**config.mk**
```make
export PLATFORM = sky130hd
export DESIGN_NAME = uopEngine
export DESIGN_NICKNAME = d
export VERILOG_FILES = /design/src/hw/uopPkg.sv /design/src/hw/opcodeFlowLut.sv /design/src/hw/uopRom.sv /design/src/hw/uopSequencer.sv /design/src/hw/intControl.sv /design/src/hw/uopEngine.sv
export SDC_FILE = /design/constraint.sdc
export NUM_CORES = 1
export LEC_CHECK = 0
export BUFFER_PORTS_ARGS = -buffer_cell sky130_fd_sc_hd__buf_2
export CAP_MARGIN = 30
export CORE_ASPECT_RATIO = 1.25
export CORE_MARGIN = 5
export CORE_UTILIZATION = 55
export CTS_CLUSTER_SIZE = 28
export DETAILED_ROUTE_END_ITERATION = 12
export PLACE_DENSITY = 0.76
export REMOVE_ABC_BUFFERS = 1
export SYNTH_ARGS = -nofsm -noshare
export SYNTH_HDL_FRONTEND = slang
export SYNTH_SLANG_ARGS = --single-unit
export TNS_END_PERCENT = 20
```
**constraint.sdc**
```tcl
create_clock -name clk -period 4.2 [get_ports clk]
set_input_delay 0.42 -clock clk [delete_from_list [all_inputs] [get_ports clk]]
set_output_delay 0.42 -clock clk [all_outputs]
set_load 0.005 [all_outputs]
```
**src/hw/uopPkg.sv**
```systemverilog
package uopPkg;

	typedef logic [7:0] opcodeT;
	typedef logic [6:0] flowAdrT;

	// Sequencing action carried by each micro-op
	// The eof group always ends a flow, the incEof flag group ends it conditionally
	typedef enum logic [3:0]
	{
		op          = 4'd0,
		inc         = 4'd1,
		eof         = 4'd2,
		incEof      = 4'd3,
		eofFu       = 4'd4,
		incEofFu    = 4'd5,
		incEofZ     = 4'd6,
		incEofNz    = 4'd7,
		incEofC     = 4'd8,
		updateFlags = 4'd9
	} pcActionT;

	typedef enum logic [5:0]
	{
		nop     = 6'd0,
		sma     = 6'd1,
		smw     = 6'd2,
		srm     = 6'd3,
		sx16r   = 6'd4,
		srx16   = 6'd5,
		addx16  = 6'd6,
		inc16   = 6'd7,
		dec16   = 6'd8,
		spc     = 6'd9,
		jcb     = 6'd10,
		bitTest = 6'd11,
		shr     = 6'd12,
		seti    = 6'd13,
		ceti    = 6'd14,
		jint    = 6'd15,
		xorx16  = 6'd16,
		z801bop = 6'd17
	} operationT;

	typedef enum logic [4:0]
	{
		none        = 5'd0,
		a           = 5'd1,
		b           = 5'd2,
		c           = 5'd3,
		h           = 5'd4,
		l           = 5'd5,
		x8          = 5'd6,
		x16         = 5'd7,
		pc          = 5'd8,
		pch         = 5'd9,
		sp          = 5'd10,
		hl          = 5'd11,
		idata       = 5'd12,
		intFlagsAdr = 5'd13
	} operandT;

	typedef struct packed
	{
		pcActionT  pcAction;
		operationT operation;
		operandT   operand;
	} uopT;

	typedef struct packed
	{
		opcodeT opcode;
		opcodeT cbByte;
		logic   zFlag;
		logic   cFlag;
	} instrReqT;

	////////////////////////////////////////////////////////////
	// Opcodes with a flow of their own
	////////////////////////////////////////////////////////////
	localparam opcodeT opNop    = 8'h00;
	localparam opcodeT opLdrnA  = 8'h3E;
	localparam opcodeT opIncrC  = 8'h0C;
	localparam opcodeT opJrnzN  = 8'h20;
	localparam opcodeT opJrzN   = 8'h28;
	localparam opcodeT opJrncN  = 8'h30;
	localparam opcodeT opPushBc = 8'hC5;
	localparam opcodeT opRet    = 8'hC9;
	localparam opcodeT opRetnz  = 8'hC0;
	localparam opcodeT opReti   = 8'hD9;
	localparam opcodeT opEi     = 8'hFB;
	localparam opcodeT opDi     = 8'hF3;
	localparam opcodeT opMapCb  = 8'hCB;

	// CB page
	localparam opcodeT cbBit7 = 8'h7C;
	localparam opcodeT cbSrlB = 8'h38;

	////////////////////////////////////////////////////////////
	// Flow start addresses in the micro-op ROM
	////////////////////////////////////////////////////////////
	localparam flowAdrT defaultFlowAdr = 7'd0;
	localparam flowAdrT nopFlowAdr     = 7'd2;
	localparam flowAdrT ldrnAFlowAdr   = 7'd3;
	localparam flowAdrT incrCFlowAdr   = 7'd6;
	localparam flowAdrT jrnzFlowAdr    = 7'd7;
	localparam flowAdrT jrzFlowAdr     = 7'd13;
	localparam flowAdrT jrncFlowAdr    = 7'd19;
	localparam flowAdrT pushBcFlowAdr  = 7'd25;
	localparam flowAdrT retFlowAdr     = 7'd31;
	localparam flowAdrT retnzFlowAdr   = 7'd40;
	localparam flowAdrT retiFlowAdr    = 7'd50;
	localparam flowAdrT eiFlowAdr      = 7'd60;
	localparam flowAdrT diFlowAdr      = 7'd61;
	localparam flowAdrT mapCbFlowAdr   = 7'd62;
	localparam flowAdrT bit7FlowAdr    = 7'd65;
	localparam flowAdrT srlBFlowAdr    = 7'd66;
	localparam flowAdrT intFlowAdr     = 7'd68;

endpackage

```
**src/hw/opcodeFlowLut.sv**
```systemverilog
`timescale 1ns/1ps

module opcodeFlowLut
(
	input  uopPkg::opcodeT  opcode,
	input  logic            cbPage,
	output uopPkg::flowAdrT flowAdr
);
	import uopPkg::*;

	always_comb
	begin
		flowAdr = defaultFlowAdr;
		if (cbPage)
		begin
			// Extended page reached through the CB prefix
			case (opcode)
				cbBit7:
					flowAdr = bit7FlowAdr;
				cbSrlB:
					flowAdr = srlBFlowAdr;
				default:
					flowAdr = defaultFlowAdr;
			endcase
		end
		else
		begin
			case (opcode)
				opNop:
					flowAdr = nopFlowAdr;
				opLdrnA:
					flowAdr = ldrnAFlowAdr;
				opIncrC:
					flowAdr = incrCFlowAdr;
				opJrnzN:
					flowAdr = jrnzFlowAdr;
				opJrzN:
					flowAdr = jrzFlowAdr;
				opJrncN:
					flowAdr = jrncFlowAdr;
				opPushBc:
					flowAdr = pushBcFlowAdr;
				opRet:
					flowAdr = retFlowAdr;
				opRetnz:
					flowAdr = retnzFlowAdr;
				opReti:
					flowAdr = retiFlowAdr;
				opEi:
					flowAdr = eiFlowAdr;
				opDi:
					flowAdr = diFlowAdr;
				opMapCb:
					flowAdr = mapCbFlowAdr;
				// Plain one byte ops share the default flow
				default:
					flowAdr = defaultFlowAdr;
			endcase
		end
	end

endmodule

```
**src/hw/uopRom.sv**
```systemverilog
`timescale 1ns/1ps

module uopRom
#(
	parameter int FLOW_DEPTH = 128
)
(
	input  uopPkg::flowAdrT adr,
	output uopPkg::uopT     uop
);
	import uopPkg::*;

	always_comb
	begin
		uop = '{op, nop, none};
		if (int'(adr) < FLOW_DEPTH)
		begin
			case (adr)
				// Default single byte flow
				defaultFlowAdr:         uop = '{updateFlags, z801bop, a};
				defaultFlowAdr + 7'd1:  uop = '{incEof, nop, none};
				// NOP
				nopFlowAdr:             uop = '{incEof, nop, none};
				// LDrn_a
				ldrnAFlowAdr:           uop = '{inc, sma, pc};
				ldrnAFlowAdr + 7'd1:    uop = '{inc, nop, none};
				ldrnAFlowAdr + 7'd2:    uop = '{eof, srm, a};
				// INCr_c
				incrCFlowAdr:           uop = '{incEofFu, inc16, c};

				////////////////////////////////////////////////////////////
				// Relative jumps
				////////////////////////////////////////////////////////////
				// JRNZn, skipped when Z is set
				jrnzFlowAdr:            uop = '{inc, sma, pc};
				jrnzFlowAdr + 7'd1:     uop = '{op, nop, none};
				jrnzFlowAdr + 7'd2:     uop = '{incEofZ, srm, x8};
				jrnzFlowAdr + 7'd3:     uop = '{op, sx16r, pc};
				jrnzFlowAdr + 7'd4:     uop = '{op, addx16, x8};
				jrnzFlowAdr + 7'd5:     uop = '{eof, spc, x16};
				// JRZn, skipped when Z is clear
				jrzFlowAdr:             uop = '{inc, sma, pc};
				jrzFlowAdr + 7'd1:      uop = '{op, nop, none};
				jrzFlowAdr + 7'd2:      uop = '{incEofNz, srm, x8};
				jrzFlowAdr + 7'd3:      uop = '{op, sx16r, pc};
				jrzFlowAdr + 7'd4:      uop = '{op, addx16, x8};
				jrzFlowAdr + 7'd5:      uop = '{eof, spc, x16};
				// JRNCn
				jrncFlowAdr:            uop = '{inc, sma, pc};
				jrncFlowAdr + 7'd1:     uop = '{incEofC, sx16r, pc};
				jrncFlowAdr + 7'd2:     uop = '{op, addx16, idata};
				jrncFlowAdr + 7'd3:     uop = '{op, inc16, x16};
				jrncFlowAdr + 7'd4:     uop = '{op, spc, x16};
				jrncFlowAdr + 7'd5:     uop = '{eof, nop, none};

				////////////////////////////////////////////////////////////
				// Stack flows
				////////////////////////////////////////////////////////////
				// PUSHBC
				pushBcFlowAdr:          uop = '{op, dec16, sp};
				pushBcFlowAdr + 7'd1:   uop = '{op, sma, sp};
				pushBcFlowAdr + 7'd2:   uop = '{op, smw, b};
				pushBcFlowAdr + 7'd3:   uop = '{op, dec16, sp};
				pushBcFlowAdr + 7'd4:   uop = '{op, smw, c};
				pushBcFlowAdr + 7'd5:   uop = '{incEof, sma, pc};
				// RET
				retFlowAdr:             uop = '{op, sma, sp};
				retFlowAdr + 7'd1:      uop = '{op, sx16r, hl};
				retFlowAdr + 7'd2:      uop = '{op, inc16, sp};
				retFlowAdr + 7'd3:      uop = '{op, srm, l};
				retFlowAdr + 7'd4:      uop = '{op, srm, h};
				retFlowAdr + 7'd5:      uop = '{op, spc, hl};
				retFlowAdr + 7'd6:      uop = '{op, srx16, hl};
				retFlowAdr + 7'd7:      uop = '{op, inc16, sp};
				retFlowAdr + 7'd8:      uop = '{eof, sma, pc};
				// RETNZ, a plain RET behind a Z test
				retnzFlowAdr:           uop = '{incEofZ, nop, none};
				retnzFlowAdr + 7'd1:    uop = '{op, sma, sp};
				retnzFlowAdr + 7'd2:    uop = '{op, sx16r, hl};
				retnzFlowAdr + 7'd3:    uop = '{op, inc16, sp};
				retnzFlowAdr + 7'd4:    uop = '{op, srm, l};
				retnzFlowAdr + 7'd5:    uop = '{op, srm, h};
				retnzFlowAdr + 7'd6:    uop = '{op, spc, hl};
				retnzFlowAdr + 7'd7:    uop = '{op, srx16, hl};
				retnzFlowAdr + 7'd8:    uop = '{op, inc16, sp};
				retnzFlowAdr + 7'd9:    uop = '{eof, sma, pc};
				// RETI
				retiFlowAdr:            uop = '{op, sma, sp};
				retiFlowAdr + 7'd1:     uop = '{op, sx16r, hl};
				retiFlowAdr + 7'd2:     uop = '{op, inc16, sp};
				retiFlowAdr + 7'd3:     uop = '{op, srm, l};
				retiFlowAdr + 7'd4:     uop = '{op, srm, h};
				retiFlowAdr + 7'd5:     uop = '{op, spc, hl};
				retiFlowAdr + 7'd6:     uop = '{op, srx16, hl};
				retiFlowAdr + 7'd7:     uop = '{op, inc16, sp};
				retiFlowAdr + 7'd8:     uop = '{op, sma, pc};
				retiFlowAdr + 7'd9:     uop = '{eof, seti, none};

				// Interrupt enable control
				eiFlowAdr:              uop = '{incEof, seti, none};
				diFlowAdr:              uop = '{incEof, ceti, none};

				////////////////////////////////////////////////////////////
				// CB prefix and extended ops
				////////////////////////////////////////////////////////////
				mapCbFlowAdr:           uop = '{inc, sma, pc};
				mapCbFlowAdr + 7'd1:    uop = '{op, nop, none};
				mapCbFlowAdr + 7'd2:    uop = '{inc, jcb, none};
				bit7FlowAdr:            uop = '{eofFu, bitTest, none};
				srlBFlowAdr:            uop = '{updateFlags, shr, none};
				srlBFlowAdr + 7'd1:     uop = '{eof, nop, none};

				// Interrupt entry, pushes pc and clears the pending flags
				intFlowAdr:             uop = '{inc, dec16, sp};
				intFlowAdr + 7'd1:      uop = '{op, sma, sp};
				intFlowAdr + 7'd2:      uop = '{op, smw, pch};
				intFlowAdr + 7'd3:      uop = '{op, dec16, sp};
				intFlowAdr + 7'd4:      uop = '{op, smw, pc};
				intFlowAdr + 7'd5:      uop = '{op, xorx16, x16};
				intFlowAdr + 7'd6:      uop = '{op, sma, intFlagsAdr};
				intFlowAdr + 7'd7:      uop = '{op, smw, x16};
				intFlowAdr + 7'd8:      uop = '{op, jint, none};
				intFlowAdr + 7'd9:      uop = '{eof, sma, pc};
				default:                uop = '{op, nop, none};
			endcase
		end
	end

endmodule

```
**src/hw/uopSequencer.sv**
```systemverilog
`timescale 1ns/1ps

module uopSequencer
(
	input  logic             clk,
	input  logic             rstN,
	input  uopPkg::instrReqT instrReq,
	input  logic             req,
	output logic             ack,
	input  logic             intTake,
	output uopPkg::opcodeT   lutOpcode,
	output logic             lutCbPage,
	input  uopPkg::flowAdrT  lutFlowAdr,
	output uopPkg::flowAdrT  romAdr,
	input  uopPkg::uopT      romUop,
	output uopPkg::uopT      uop,
	output logic             uopValid,
	input  logic             uopReady,
	output logic             uopLast
);
	import uopPkg::*;

	typedef enum logic [2:0]
	{
		idle,
		run,
		intRun,
		ackHigh,
		ackDrop
	} seqStateT;

	seqStateT state;
	instrReqT reqReg;
	flowAdrT  flowAdr;
	logic     flowEnd;
	logic     uopFire;
	logic     accept;

	// Interrupt entry wins over a pending request
	assign accept  = (state == idle) && !intTake && req;
	assign uopFire = uopValid && uopReady;

	// Main page lookup while idle, CB page of the latched byte afterwards
	assign lutOpcode = (state == idle) ? instrReq.opcode : reqReg.cbByte;
	assign lutCbPage = (state != idle);

	assign romAdr   = flowAdr;
	assign uop      = romUop;
	assign uopValid = (state == run) || (state == intRun);
	assign uopLast  = uopValid && flowEnd;
	assign ack      = (state == ackHigh);

	always_comb
	begin
		case (romUop.pcAction)
			eof, incEof, eofFu, incEofFu:
				flowEnd = 1'b1;
			incEofZ:
				flowEnd = reqReg.zFlag;
			incEofNz:
				flowEnd = !reqReg.zFlag;
			incEofC:
				flowEnd = reqReg.cFlag;
			default:
				flowEnd = 1'b0;
		endcase
	end

	always_ff @(posedge clk)
	begin
		if (accept)
			reqReg <= instrReq;
	end

	////////////////////////////////////////////////////////////
	// Handshake and flow stepping
	////////////////////////////////////////////////////////////
	always_ff @(posedge clk or negedge rstN)
	begin
		if (!rstN)
		begin
			state   <= idle;
			flowAdr <= defaultFlowAdr;
		end
		else
		begin
			case (state)
				idle:
				begin
					if (intTake)
					begin
						flowAdr <= intFlowAdr;
						state   <= intRun;
					end
					else if (accept)
					begin
						flowAdr <= lutFlowAdr;
						state   <= run;
					end
				end
				run, intRun:
				begin
					if (uopFire)
					begin
						// Interrupt flows finish without an ack
						if (flowEnd)
							state <= (state == run) ? ackHigh : idle;
						else if (romUop.operation == jcb)
							flowAdr <= lutFlowAdr;
						else
							flowAdr <= flowAdr + 7'd1;
					end
				end
				ackHigh:
				begin
					if (!req)
						state <= ackDrop;
				end
				ackDrop:
					state <= idle;
				default:
					state <= idle;
			endcase
		end
	end

endmodule

```
**src/hw/intControl.sv**
```systemverilog
`timescale 1ns/1ps

module intControl
(
	input  logic        clk,
	input  logic        rstN,
	input  uopPkg::uopT uop,
	input  logic        uopFire,
	input  logic        intReq,
	output logic        intEnabled,
	output logic        intTake
);
	import uopPkg::*;

	// Interrupt master enable
	always_ff @(posedge clk or negedge rstN)
	begin
		if (!rstN)
		begin
			intEnabled <= 1'b0;
		end
		else if (uopFire)
		begin
			case (uop.operation)
				seti:
					intEnabled <= 1'b1;
				// Entry masks further interrupts
				ceti, jint:
					intEnabled <= 1'b0;
				default:
					intEnabled <= intEnabled;
			endcase
		end
	end

	assign intTake = intReq && intEnabled;

endmodule

```
**src/hw/uopEngine.sv**
```systemverilog
`timescale 1ns/1ps

module uopEngine
#(
	parameter int FLOW_DEPTH = 128
)
(
	input  logic             clk,
	input  logic             rstN,
	input  uopPkg::instrReqT instrReq,
	input  logic             req,
	output logic             ack,
	output uopPkg::uopT      uop,
	output logic             uopValid,
	input  logic             uopReady,
	output logic             uopLast,
	input  logic             intReq,
	output logic             intEnabled
);
	import uopPkg::*;

	opcodeT  lutOpcode;
	logic    lutCbPage;
	flowAdrT lutFlowAdr;
	flowAdrT romAdr;
	uopT     romUop;
	logic    intTake;
	logic    uopFire;

	assign uopFire = uopValid && uopReady;

	opcodeFlowLut opcodeFlowLut_inst
	(
		.opcode  (lutOpcode),
		.cbPage  (lutCbPage),
		.flowAdr (lutFlowAdr)
	);

	uopRom
	#(
		.FLOW_DEPTH (FLOW_DEPTH)
	)
	uopRom_inst
	(
		.adr (romAdr),
		.uop (romUop)
	);

	uopSequencer uopSequencer_inst
	(
		.clk        (clk),
		.rstN       (rstN),
		.instrReq   (instrReq),
		.req        (req),
		.ack        (ack),
		.intTake    (intTake),
		.lutOpcode  (lutOpcode),
		.lutCbPage  (lutCbPage),
		.lutFlowAdr (lutFlowAdr),
		.romAdr     (romAdr),
		.romUop     (romUop),
		.uop        (uop),
		.uopValid   (uopValid),
		.uopReady   (uopReady),
		.uopLast    (uopLast)
	);

	intControl intControl_inst
	(
		.clk        (clk),
		.rstN       (rstN),
		.uop        (uop),
		.uopFire    (uopFire),
		.intReq     (intReq),
		.intEnabled (intEnabled),
		.intTake    (intTake)
	);

endmodule

```
==> results_dict.tcl, run 1 <==
set metrics [dict create \
    clk_path_buf_depth 2 \
    tns_ps 0 \
    power_density_mw_per_mm2 700 \
    crit_required_ps 4340 \
    clkSlewWorstSetupHoldPaths_ps 80 \
    cp_max_fo 14 \
    ys_async_sr_fraction_pct 52.4 \
    wirelength_um 10100 \
    slew_headroom_pct 29.3 \
    syn_area_mm2 0.00317 \
    fmax_mhz 258 \
    vdd_drop_max_mv 0.404 \
    dieArea_mm2 0.00740 \
    vias 3532 \
    tightest_slew_ps 1060 \
    core_mm2 0.00570 \
    post_cts_buffers 0 \
    hp-class "input port to async pin" \
    grt_pass1_wl_um 15900 \
    routabilityCongestion 1.07 \
    nets 488 \
    arrival_ps 4020 \
    ant_nets 0 \
    cp_num_buf_inv 1 \
    drv_slew 0 \
    vias_per_cell 6.79 \
    status "finished, final reports clean" \
    seqPwrFrac_pct 20.6 \
    min_period_ps 3870 \
    grt_pass1_vias 3262 \
    layout_setup_ws_ps 327 \
    antenna_found_initial 0 \
    cts_hold_buf 0 \
    htree_levels 1 \
    initial_core_util_pct 55.6 \
    pwr-share-comb_pct 73.8 \
    post-place-ws_ps 388 \
    p_sw_mw 1.32 \
    synth_flop_cell "dfrtp_1" \
    p_int_mw 1.05 \
    clkPwrFrac_pct 5.6 \
    path_delay_family "compound AO/OA/AOI/OAI gates" \
    drive_above_1_share_pct 16.5 \
    area_growth_syn_to_layout_pct 6.82 \
    hpwl_um 7530 \
    cts_resized 0 \
    max_stage_delay_ps 710 \
    drc 0 \
    root_buffer "clkbuf_8" \
    overflow 0 \
    syn_area_per_cell_um2 7.18 \
    dr.pass1.iters 5 \
    path_cells "inv_1 -> ha_1 -> mux4_2 -> a2111oi_2 -> o32ai_1 -> o41ai_4 -> or3_1 -> o31ai_1 -> a221o_1" \
    numCtsBuffers 3 \
    worst-setup-path-type "flop to flop" \
    start_kind "flop" \
    wl_per_cell_um 19.5 \
    fin_area_mm2 0.00339 \
    swShare_pct 55.6 \
    skew_ps 1.71 \
    antenna_cells 0 \
    ys_ff_latch 21 \
    synth_seq_area_share_pct 18.1 \
    die_x_um 77.9 \
    synth_edf_count 10 \
    rows 31 \
    drv_cap 0 \
    crit_path_top_delay_cell "o41ai_4" \
    die_h_um 94.9 \
    place_area_mm2 0.00334 \
    grt_usage_pct 26.4 \
    cts.sinks 21 \
    final.period_utilization_pct 92.2 \
    io_buffers 39 \
    yosysWarnings 0 \
    clock_latency_ps 260 \
    io_pins 42 \
    grt_max_degree 33 \
    first_iter_violations 618 \
    cts_tree "yes" \
    hold_viol 0 \
    synth_cell_types 74 \
    worstSetupEndpointType "flop" \
    p_leak_nw 1.35 \
    final-setup-viol-count 0 \
    synth_cells 442 \
    rsz0062_at_grt "no" \
]
## placed cells by master (no fill, tap or decap), types with 6 or more instances in the layout
cell type,count
nand2b_1,12
o22ai_1,7
o31ai_1,6
buf_2,39
buf_4,12
o21ai_0,25
ha_1,10
nor4_1,10
nand3_1,13
nand2_1,43
a31oi_1,10
edfxtp_1,10
nor3_1,18
dfrtp_1,11
nor2b_1,15
and2_1,6
mux2i_1,14
nor2_1,35
inv_1,18
or3_1,6
a21oi_1,35
## registers in the layout, summed over array words and instances, names as in the netlist
register,count
intControl_inst.intEnabled,1
uopSequencer_inst.reqReg,10
uopSequencer_inst.romAdr,7
uopSequencer_inst.state,3
## per-layer routing
| layer | up-vias | track usage [%] | routed length [µm] |
|---|---|---|---|
| met5 | - | 0 | 0 |
| met4 | 0 | 14.8 | 483 |
| met3 | 38 | 2.29 | 681 |
| met2 | 202 | 47.7 | 5170 |
| met1 | 1625 | 30.4 | 3790 |
| li1 | 1667 | - | - |
## worst paths after layout
check	cells past startpoint	to	startpoint	slack, ps
worst max-delay path	9	uopSequencer_inst.romAdr[4]	uopSequencer_inst.romAdr[0]	330
worst min-delay path	1	uopSequencer_inst.romAdr[1]	rstN	30
worst max register to register	9	uopSequencer_inst.romAdr[4]	uopSequencer_inst.romAdr[0]	330
worst min register to register	2	intControl_inst.intEnabled	intControl_inst.intEnabled	620
max in group asynchronous	1	uopSequencer_inst.romAdr[2]	rstN	3950
min in group clk	1	uopSequencer_inst.reqReg[1]	instrReq[1]	330
## cell usage after synthesis, drive strengths merged, types with 3 or more instances
cell type | count | area (µm²)
or3 | 6 | 37.5
nor2 | 35 | 131
a21oi | 36 | 191
mux2 | 5 | 56.3
o22ai | 7 | 43.8
dfrtp | 11 | 275
and2 | 8 | 55.1
nor2b | 15 | 93.8
o41ai | 3 | 52.6
nor3 | 19 | 100
or4 | 4 | 30.0
a211o | 3 | 26.3
inv | 20 | 75.1
nor4 | 10 | 62.6
nand2 | 43 | 161
buf | 19 | 108
o31ai | 6 | 45.0
a21boi | 3 | 22.5
o211ai | 3 | 22.5
a31oi | 11 | 75.1
a221oi | 4 | 35.0
clkbuf | 25 | 93.8
ha | 10 | 125
nand2b | 12 | 75.1
mux2i | 14 | 140
o221ai | 5 | 43.8
a221o | 4 | 40.0
o21ai | 27 | 135
a211oi | 3 | 22.5
o32ai | 3 | 26.3
nand4 | 5 | 31.3
edfxtp | 10 | 300
or2 | 3 | 21.3
nand3 | 13 | 65.1
## worst register-to-register path, stage by stage, from the launching register on
cell and delay, ps:
dfrtp_1 640, inv_1 270, ha_1 480, mux4_2 520
a2111oi_2 360, o32ai_1 190, o41ai_4 710, or3_1 200
o31ai_1 60, a221o_1 330
## power groups by stage
stage / clock [mW] / combinational [mW] / sequential (mW)
4_1_cts: 0.135 / 1.70 / 0.479
3_3_place_gp: 0 / 1.69 / 0.481
3_5_place_dp: 0 / 1.70 / 0.483
6_report: 0.132 / 1.75 / 0.489
2_1_floorplan: 0 / 1.12 / 0.494
5_1_grt: 0.143 / 1.88 / 0.508
## stage by stage
stage	hold slack (ps)	utilization, %	std cells	power, mW
finish	31.2	59.4	520	2.37
global route	38.9	59.4	520	2.54
detailed placement	314	58.6	516	2.18
global placement	312	58.6	516	2.17
floorplan	124	-	399	1.62
CTS	34.9	59.4	520	2.32
## final cells by class
class | count | area (µm²)
Clock buffer | 3 | 41.3
Clock inverter | 1 | 5.00
Fill cell | 528 | 2310
Inverter | 20 | 75.1
Multi-Input combinational cell | 358 | 2320
Sequential cell | 21 | 576
Tap cell | 66 | 82.6
Timing Repair Buffer | 51 | 285
## logic make-up (layout without fill, tap and decap cells)
family	count (synthesis)	in the layout	synth area share (%)
buffers and inverters	64	75	8.72
and+or+nand+nor	186	186	30.7
adders and majority gates	10	10	3.94
DFF	21	21	18.1
AOI/OAI and AO/OA	135	135	29.7
muxes	21	21	7.61
xor gates and xnor gates	4	4	1.10
other	1	2	0.118
Note: power is estimated with default switching activity, not from simulation.
==> inputs of run 2 (changes only) <==
==> constraint.sdc (replaced) <==
create_clock -name clk -period 4.3 [get_ports clk]
set_input_delay 0.43 -clock clk [delete_from_list [all_inputs] [get_ports clk]]
set_output_delay 0.43 -clock clk [all_outputs]
set_load 0.005 [all_outputs]
==> results_dict.tcl, run 2 (synthesis gave the netlist of run 1 again) <==
set metrics [dict create \
    status "finished, final reports clean" \
    tns_ps 0 \
    path_cells "inv_1 -> ha_1 -> mux4_2 -> a2111oi_2 -> o32ai_1 -> buf_4 -> o41ai_4 -> or3_1 -> o31ai_1 -> a221o_1" \
    io_pins 42 \
    start_kind "flop" \
    seqPwrFrac_pct 19.1 \
    htree_levels 1 \
    initial_core_util_pct 55.6 \
    max_stage_delay_ps 670 \
    dieArea_mm2 0.00740 \
    skew_ps 1.71 \
    grt_max_degree 55 \
    layout_setup_ws_ps 355 \
    antenna_found_initial 0 \
    cts_resized 0 \
    drv_slew 0 \
    p_int_mw 1.05 \
    cts_tree "yes" \
    ant_nets 0 \
    vias_per_cell 6.85 \
    post-place-ws_ps 462 \
    fmax_mhz 253 \
    final-setup-viol-count 0 \
    drive_above_1_share_pct 16.9 \
    largest_reg_flops 10 \
    first_iter_violations 392 \
    place_inst 518 \
    fin_area_mm2 0.00340 \
    wl_per_cell_um 19.0 \
    clkSlewWorstSetupHoldPaths_ps 80 \
    post_cts_buffers 0 \
    routabilityCongestion 1.04 \
    pwr-share-comb_pct 75.4 \
    p_leak_nw 1.36 \
    hpwl_um 7360 \
    cp_max_fo 14 \
    tightest_slew_ps 1020 \
    drc 0 \
    area_growth_syn_to_layout_pct 7.30 \
    vdd_drop_max_mv 0.400 \
    min_period_ps 3950 \
    grt_pass1_vias 3341 \
    cts.sinks 21 \
    wirelength_um 9920 \
    place_area_mm2 0.00336 \
    worst-setup-path-type "flop to flop" \
    hold_viol 0 \
    fin_util_pct 59.7 \
    nets 490 \
    power_density_mw_per_mm2 682 \
    grt_usage_pct 26.1 \
    regMostFlops "uopSequencer_inst.reqReg" \
    crit_required_ps 4440 \
    rsz0062_at_grt "no" \
    root_buffer "clkbuf_8" \
    overflow 0 \
    vias 3577 \
    hp-class "input port to async pin" \
    die_x_um 77.9 \
    hold_slack_ps 36.2 \
    swShare_pct 54.9 \
    rows 31 \
    clock_latency_ps 250 \
    slew_headroom_pct 31.8 \
    final_cells 522 \
    p_sw_mw 1.27 \
    grt_pass1_wl_um 15900 \
    clk_path_buf_depth 2 \
    cts_hold_buf 0 \
    core_mm2 0.00570 \
    arrival_ps 4090 \
    io_buffers 39 \
    power_mw 2.32 \
    clkPwrFrac_pct 5.5 \
    final.period_utilization_pct 91.8 \
    regArea_um2 576 \
    worstSetupEndpointType "flop" \
    antenna_cells 0 \
    fillers 532 \
    dr.pass1.iters 5 \
    crit_path_top_delay_cell "o41ai_4" \
    die_h_um 94.9 \
    drv_cap 0 \
    multi_input_area_mm2 0.00232 \
    numCtsBuffers 3 \
    final_common_cell "nand2_1" \
    layout_common_cells "nand2_1, buf_2, a21oi_1, nor2_1, o21ai_0" \
]
[run 2: area by class of cell]
cell class,count,area share [%]
multi-input combinational,358,68.3
sequential,21,16.9
timing repair buffer,53,8.82
tap,66,2.43
inverter,20,2.21
clock buffer,3,1.21
clock inverter,1,0.147
[run 2: critical path: cells and delay by family (launching register included)]
family | cells | cell delay [ps]
fa+ha+maj | 1 | 480
mux | 1 | 520
compound gates | 5 | 1560
simple gates | 1 | 210
flops | 1 | 610
buf+inv | 2 | 460
[run 2: layer usage]
layer	share of wire (%)	GRT usage, %	up-vias
met1	38	29.9	1661
met4	5.1	13.2	0
met3	5.8	2.10	52
li1	-	-	1678
met5	0	0	-
met2	51	47.8	186
[run 2: power by group through the flow]
stage	Sequential, mW	Clock, mW	Combinational, mW
detailed placement	0.438	0	1.70
CTS	0.434	0.131	1.71
finish	0.443	0.127	1.75
global route	0.458	0.139	1.89
floorplan	0.483	0	1.10
global placement	0.435	0	1.69
[run 2: final timing paths]
path                                             startpoint                           to  slack [ps]  depth (start not counted)
worst max-delay path            uopSequencer_inst.romAdr[0]  uopSequencer_inst.romAdr[4]         350                         10
worst min-delay path                                   rstN  uopSequencer_inst.romAdr[1]          40                          1
worst max register to register  uopSequencer_inst.romAdr[0]  uopSequencer_inst.romAdr[4]         350                         10
worst min register to register   intControl_inst.intEnabled   intControl_inst.intEnabled         630                          2
max in group asynchronous                              rstN  uopSequencer_inst.romAdr[2]        4050                          1
min in group clk                                instrReq[7]  uopSequencer_inst.reqReg[7]         340                          1
